### config.mk
export PLATFORM = sky130hd
export DESIGN_NAME = gf_unit
export DESIGN_NICKNAME = d
export VERILOG_FILES = /design/src/gf_pkg.sv /design/src/gf_mult.sv /design/src/gf_decode.sv /design/src/gf_exec.sv /design/src/gf_result.sv /design/src/gf_unit.sv
export SDC_FILE = /design/constraint.sdc
export NUM_CORES = 1
export LEC_CHECK = 0
export ABC_AREA = 1
export BUFFER_PORTS_ARGS = -buffer_cell sky130_fd_sc_hd__buf_2
export CORE_MARGIN = 1
export CORE_UTILIZATION = 40
export CTS_CLUSTER_SIZE = 24
export DETAILED_ROUTE_END_ITERATION = 7
export SETUP_SLACK_MARGIN = 0.5
export SYNTH_ARGS = -nofsm -noshare
export SYNTH_HDL_FRONTEND = slang
export SYNTH_SLANG_ARGS = --single-unit
export TNS_END_PERCENT = 20
### constraint.sdc
create_clock -name clk -period 3.44 [get_ports clk]
set_input_delay 0.516 -clock clk [delete_from_list [all_inputs] [get_ports clk]]
set_output_delay 0.516 -clock clk [all_outputs]
set_load 0.005 [all_outputs]
### src/gf_pkg.sv
// GF(2^8) field constants, opcode enum, command/job/response structs
// and the Mastrovito reduction matrix for the field polynomial
package gf_pkg;

    localparam int gf_width = 8;
    localparam logic [gf_width:0] gf_poly = 9'h11D;

    typedef logic [gf_width-1:0] gf_elem_t;

    // x^254 is the inverse of any nonzero element
    localparam gf_elem_t gf_inv_exp = 8'd254;

    // row j: which of product bits 8..14 fold into result bit j
    function automatic logic [gf_width-1:0][gf_width-2:0] gf_build_red_matrix();
        logic [gf_width-1:0][gf_width-2:0] m;
        logic [gf_width:0] r;
        m = '0;
        // start from x^8 mod poly
        r = {1'b0, gf_poly[gf_width-1:0]};
        for (int i = 0; i < gf_width - 1; i++) begin
            for (int j = 0; j < gf_width; j++) begin
                m[j][i] = r[j];
            end
            r = {r[gf_width-1:0], 1'b0};
            if (r[gf_width]) begin
                r = r ^ gf_poly;
            end
        end
        return m;
    endfunction

    localparam logic [gf_width-1:0][gf_width-2:0] gf_red_matrix = gf_build_red_matrix();

    typedef enum logic [1:0] {
        op_mul = 2'd0,
        op_pow = 2'd1,
        op_inv = 2'd2
    } gf_op_t;

    typedef struct packed {
        gf_op_t   op;
        gf_elem_t a;
        gf_elem_t b;
    } gf_cmd_t;

    typedef struct packed {
        gf_elem_t acc;
        gf_elem_t base;
        gf_elem_t exponent;
    } gf_job_t;

    typedef struct packed {
        gf_elem_t data;
        logic     err;
    } gf_rsp_t;

endpackage

### src/gf_mult.sv
// combinational Mastrovito multiplier over GF(2^8)
// partial products followed by reduction through the fixed matrix
`timescale 1ns/100ps

module gf_mult
    import gf_pkg::*;
(
    input  gf_elem_t a,
    input  gf_elem_t b,
    output gf_elem_t p
);

    localparam int prod_width = 2 * gf_width - 1;

    // unreduced carry-less product
    logic [prod_width-1:0] d;
    // high half that has to be folded back
    logic [gf_width-2:0]   d_high;

    // partial-product stage
    always_comb begin
        d = '0;
        for (int i = 0; i < gf_width; i++) begin
            for (int j = 0; j < gf_width; j++) begin
                d[i+j] = d[i+j] ^ (a[i] & b[j]);
            end
        end
    end

    assign d_high = d[prod_width-1:gf_width];

    // reduction stage
    always_comb begin
        for (int j = 0; j < gf_width; j++) begin
            p[j] = d[j] ^ (^(d_high & gf_red_matrix[j]));
        end
    end

endmodule

### src/gf_decode.sv
// command decode: maps an accepted opcode to exponentiation job values
// or flags an immediate error
`timescale 1ns/100ps

module gf_decode
    import gf_pkg::*;
(
    input  logic    clk,
    input  logic    rst_n,
    input  logic    cmd_valid,
    input  gf_cmd_t cmd,
    input  logic    exec_busy,
    output logic    job_start,
    output gf_job_t job,
    output logic    err_start,
    output logic    pending
);

    logic    accept;
    logic    bad_cmd;
    gf_job_t next_job;

    // strobes while anything is in flight are dropped
    assign accept = cmd_valid && !pending && !exec_busy;

    always_comb begin
        next_job = '{acc: cmd.a, base: cmd.b, exponent: gf_elem_t'(1)};
        bad_cmd  = 1'b0;
        case (cmd.op)
            op_mul: next_job = '{acc: cmd.a, base: cmd.b, exponent: gf_elem_t'(1)};
            op_pow: next_job = '{acc: gf_elem_t'(1), base: cmd.a, exponent: cmd.b};
            op_inv: begin
                next_job = '{acc: gf_elem_t'(1), base: cmd.a, exponent: gf_inv_exp};
                // zero has no inverse
                bad_cmd  = (cmd.a == '0);
            end
            default: bad_cmd = 1'b1;
        endcase
    end

    always_ff @(posedge clk) begin
        if (!rst_n) begin
            job_start <= 1'b0;
            err_start <= 1'b0;
        end else begin
            job_start <= accept && !bad_cmd;
            err_start <= accept && bad_cmd;
        end
    end

    always_ff @(posedge clk) begin
        if (accept) begin
            job <= next_job;
        end
    end

    // covers the cycle between acceptance and exec picking up the job
    assign pending = job_start | err_start;

endmodule

### src/gf_exec.sv
// square-and-multiply engine sharing one Mastrovito multiplier
// between the multiply and square steps
`timescale 1ns/100ps

module gf_exec
    import gf_pkg::*;
(
    input  logic     clk,
    input  logic     rst_n,
    input  logic     job_start,
    input  gf_job_t  job,
    output logic     busy,
    output logic     exec_done,
    output gf_elem_t exec_data
);

    gf_elem_t acc;
    gf_elem_t base;
    gf_elem_t exponent;
    // set after the multiply step so that the square follows
    logic     phase;
    logic     mul_step;
    gf_elem_t mul_a;
    gf_elem_t prod;

    // exponent bit set and not yet multiplied in
    assign mul_step  = !phase && exponent[0];
    assign exec_done = busy && (exponent == '0);
    assign exec_data = acc;

    // multiply and square both take the base as second operand
    assign mul_a = mul_step ? acc : base;

    gf_mult u_mult (
        .a (mul_a),
        .b (base),
        .p (prod)
    );

    always_ff @(posedge clk) begin
        if (!rst_n) begin
            busy  <= 1'b0;
            phase <= 1'b0;
        end else if (job_start) begin
            busy  <= 1'b1;
            phase <= 1'b0;
        end else if (exec_done) begin
            busy  <= 1'b0;
        end else if (busy) begin
            phase <= mul_step;
        end
    end

    always_ff @(posedge clk) begin
        if (job_start) begin
            acc      <= job.acc;
            base     <= job.base;
            exponent <= job.exponent;
        end else if (busy && !exec_done) begin
            if (mul_step) begin
                acc <= prod;
            end else begin
                base     <= prod;
                exponent <= exponent >> 1;
            end
        end
    end

endmodule

### src/gf_result.sv
// response register with one-cycle valid pulse and error flag
`timescale 1ns/100ps

module gf_result
    import gf_pkg::*;
(
    input  logic     clk,
    input  logic     rst_n,
    input  logic     exec_done,
    input  gf_elem_t exec_data,
    input  logic     err_start,
    output logic     rsp_valid,
    output gf_rsp_t  rsp
);

    always_ff @(posedge clk) begin
        if (!rst_n) begin
            rsp_valid <= 1'b0;
            rsp       <= '0;
        end else begin
            rsp_valid <= exec_done | err_start;
            if (exec_done) begin
                rsp <= '{data: exec_data, err: 1'b0};
            end else if (err_start) begin
                // error responses carry no data
                rsp <= '{data: '0, err: 1'b1};
            end
        end
    end

endmodule

### src/gf_unit.sv
// GF(2^8) arithmetic unit top: decode, square-and-multiply execute, response
`timescale 1ns/100ps

module gf_unit
    import gf_pkg::*;
(
    input  logic    clk,
    input  logic    rst_n,
    input  logic    cmd_valid,
    input  gf_cmd_t cmd,
    output logic    busy,
    output logic    rsp_valid,
    output gf_rsp_t rsp
);

    logic     job_start;
    gf_job_t  job;
    logic     err_start;
    logic     pending;
    logic     exec_busy;
    logic     exec_done;
    gf_elem_t exec_data;

    assign busy = pending | exec_busy;

    gf_decode u_decode (
        .clk       (clk),
        .rst_n     (rst_n),
        .cmd_valid (cmd_valid),
        .cmd       (cmd),
        .exec_busy (exec_busy),
        .job_start (job_start),
        .job       (job),
        .err_start (err_start),
        .pending   (pending)
    );

    gf_exec u_exec (
        .clk       (clk),
        .rst_n     (rst_n),
        .job_start (job_start),
        .job       (job),
        .busy      (exec_busy),
        .exec_done (exec_done),
        .exec_data (exec_data)
    );

    gf_result u_result (
        .clk       (clk),
        .rst_n     (rst_n),
        .exec_done (exec_done),
        .exec_data (exec_data),
        .err_start (err_start),
        .rsp_valid (rsp_valid),
        .rsp       (rsp)
    );

endmodule

==> impl_metrics.yaml <==
placed_design:
  port_buffers: 31
  dp_cells: 724
  gp_congestion: 0.991
  dp_hpwl_um: 7970
  pre_cts_slack_ns: 0.868
logic_synthesis:
  synth-compound-area-share: 0.0543
  synthCells: 566
  synthMuxAreaShare: 0
  synth-simple-area-share: 0.359
  synth_area_leaders: "edfxtp_1 36%, nand2_1 19%, dfxtp_1 6.9%"
  synth_top_area_frac: 0.355
  avgSynthCellArea_um2: 7.17
  synthDistinctLibCells: 35
  synthesis.area_mm2: 0.00406
  synth_warnings: 0
  synthAdderAreaFrac: 0.00925
  ys_seq_elements: 62
  synth_top_family_by_area: "simple AND/OR/NAND/NOR gates"
  synth_nets: 590
  seq_area_frac_synth: 0.424
  synth_xor_area_frac: 0.0706
  synth_top_area_cell: "edfxtp_1"
finish:
  antenna_cells: 0
  final_core_util: 0.464
  layout-drive-gt1-share: 0.129
  nets: 626
  fillers: 1036
  area_growth_pct: 12.2
  stdcell_count: 740
route:
  viasPerCell: 4.81
  drt-initial-drc-count: 178
  antenna_left: 0
  totalWireLength_um: 10000
  drc: 0
  drt_pass1_iterations: 5
  wl_per_cell_um: 13.5
  vias: 3559
timing:
  tightest_slew_ns: 1.22
  period_share: 0.748
  fin_crit_ns: 2.57
  drv_slew: 0
  fin_ws_ns: 0.865
  finalSetupViolations: 0
  tns_ns: 0
  hold_viol_final: 0
  grt_setup_unrepaired: "false"
  skew_ns: 0.00488
  fmax_mhz: 388
  max_slew_margin: 0.180
clocking:
  numCtsBuffers: 9
  cts_hold_buf: 0
  postCtsSetupBuffers: 0
  cts_max_level: 3
  insertion_delay_ns: 0.33
  cts-root-buf: "clkbuf_8"
  cts_tree: "done"
  clkSlewWorstSetupHoldPaths_ns: 0.07
  cts_buffer_depth: 2
  cts_sinks: 62
  post_cts_resized: 0
floorplan:
  fp-row-count: 36
  fp.dieH_um: 103
  dieArea_mm2: 0.0105
  io_pins: 32
  initial_core_util: 0.413
  coreArea_mm2: 0.00982
  die_width_um: 103
critical_path:
  crit_fanout: 11
  cp-startpoint: "u_exec.exponent[0]$_DFFE_PP_"
  cp.required_ns: 3.52
  critPathMaxStageDelay_ns: 0.61
  crit_slowest_cell: "edfxtp_1"
  crit_arrival_ns: 2.66
  path_cells: "nand2_4 > nand2_2 > nand2_2 > o21bai_1 > nand2_1 > o21ai_0 > nand2_1 > inv_2 > nand2_1 > nand2_2 > xor2_1 > nand2_1 > nand3_1 > nand2_1"
  critPathLaunchType: "flip-flop"
  worstReg2RegStart: "u_exec.exponent[0]$_DFFE_PP_"
  cp-end-kind: "flip-flop"
  timing.critical_path.mode_cell: "nand2_1"
  critical_path_class: "reg2reg"
worst_hold_path:
  hold_path.class: "reg2reg"
  hp-start: "u_result.rsp[3]$_SDFFE_PN0P_"
grt:
  antenna_found_initial: 0
  grt_use_total: 0.204
  grt_pass1_wl_um: 16100
  grt_max_degree: 32
  grt.overflow.total: 0
  grt_pass1_vias: 3269
job:
  drv_cap: 0
outcome:
  status: "finished clean"
==> Yosys cell counts <==
| library cell | count |
|---|---|
| nand2_1 | 205 |
| o21a_1 | 1 |
| xnor2_1 | 12 |
| o21ai_0 | 12 |
| or2_2 | 3 |
| nor2_4 | 1 |
| ha_1 | 3 |
| inv_2 | 6 |
| nand4_1 | 3 |
| o21bai_1 | 1 |
| or2_1 | 1 |
| o22ai_1 | 7 |
| dfxtp_1 | 14 |
| nor2_1 | 59 |
| o21ai_2 | 1 |
| a21oi_1 | 16 |
| inv_1 | 69 |
| nor3_1 | 1 |
| nand3_2 | 1 |
| xnor2_2 | 1 |
| clkinv_1 | 1 |
| xor2_1 | 17 |
| nor2_2 | 3 |
| nand2_2 | 7 |
| clkbuf_1 | 8 |
| o21ai_1 | 1 |
| a211oi_1 | 1 |
| nand3_1 | 50 |
| xor2_2 | 1 |
| edfxtp_1 | 48 |
| buf_6 | 1 |
| nor4_1 | 2 |
| nand2_4 | 3 |
| nand3b_1 | 5 |
| inv_4 | 1 |
==> worst max-delay path: cells and delay by family, from the launching register on <==
kind                   cells  cell delay, ns
XOR/XNOR                   1            0.22
AO/OA/AOI/OAI              2            0.28
buffers and inverters      1            0.11
AND/OR/NAND/NOR           10            1.12
flip-flops                 1            0.61
==> flip-flops by register name, indices dropped and copies added, names as in the netlist <==
signal	count
u_result.rsp_valid	1
u_exec.phase	1
u_decode.job	24
u_decode.err_start	1
u_exec.busy	1
u_exec.exponent	8
u_decode.job_start	1
u_result.rsp	9
u_exec.base	8
u_exec.exec_data	8
==> layout make-up <==
type | count | area, um^2 | share of cell area
clock buffers | 10 | 149 | 0.0327
clock inverters | 6 | 41.3 | 0.00907
flip-flops and latches | 62 | 1720 | 0.378
well taps | 133 | 166 | 0.0366
repair buffers | 34 | 178 | 0.0390
inverters | 77 | 292 | 0.0640
multi-input cells | 418 | 2000 | 0.440
==> metrics by stage <==
step | hold slack, ns | cell area [um^2]
floorplan | 0.457 | 4060
global placement | 0.449 | 4360
detailed placement | 0.451 | 4360
CTS | 0.444 | 4550
global route | 0.446 | 4550
finish | 0.460 | 4550
==> per-layer routing <==
layer / global-route usage / wire, um / vias up / share of wire
met2: 0.332 / 4770 / 70 / 0.48
met3: 0.0312 / 286 / 16 / 0.029
met5: 0 / 0 / - / 0
met4: 0.0879 / 257 / 0 / 0.026
met1: 0.269 / 4710 / 1606 / 0.47
li1: - / - / 1867 / -
==> cells in the final DEF, fill, tap and decap left out, drive strengths merged, types with 2 or more instances in the layout <==
master  instances
nand4           3
or2             4
buf            34
nand2         215
inv            79
edfxtp         48
ha              3
nor2           63
xnor2          13
nor4            2
dfxtp          14
nand3b          5
xor2           18
nand3          51
a21oi          16
o22ai           7
clkbuf         10
o21ai          14
clkinv          4
==> cells by family after synthesis <==
family | Yosys count
compound gates | 40
xor+xnor | 31
fa+ha+maj | 3
simple gates | 344
flops | 62
buf+inv | 86
==> worst paths after layout <==
path,endpoint,cells after the start,slack (ns)
worst max register to register,u_exec.exec_data[0]$_DFFE_PP_,14,0.87
worst min register to register,u_result.rsp[3]$_SDFFE_PN0P_,2,0.46
worst min-delay path,u_result.rsp[3]$_SDFFE_PN0P_,2,0.46
worst max-delay path,u_exec.exec_data[0]$_DFFE_PP_,14,0.87
Power is left out: the tool's default activity adds up to more than one toggle a clock period on the data nets, which glitch-free logic cannot reach.
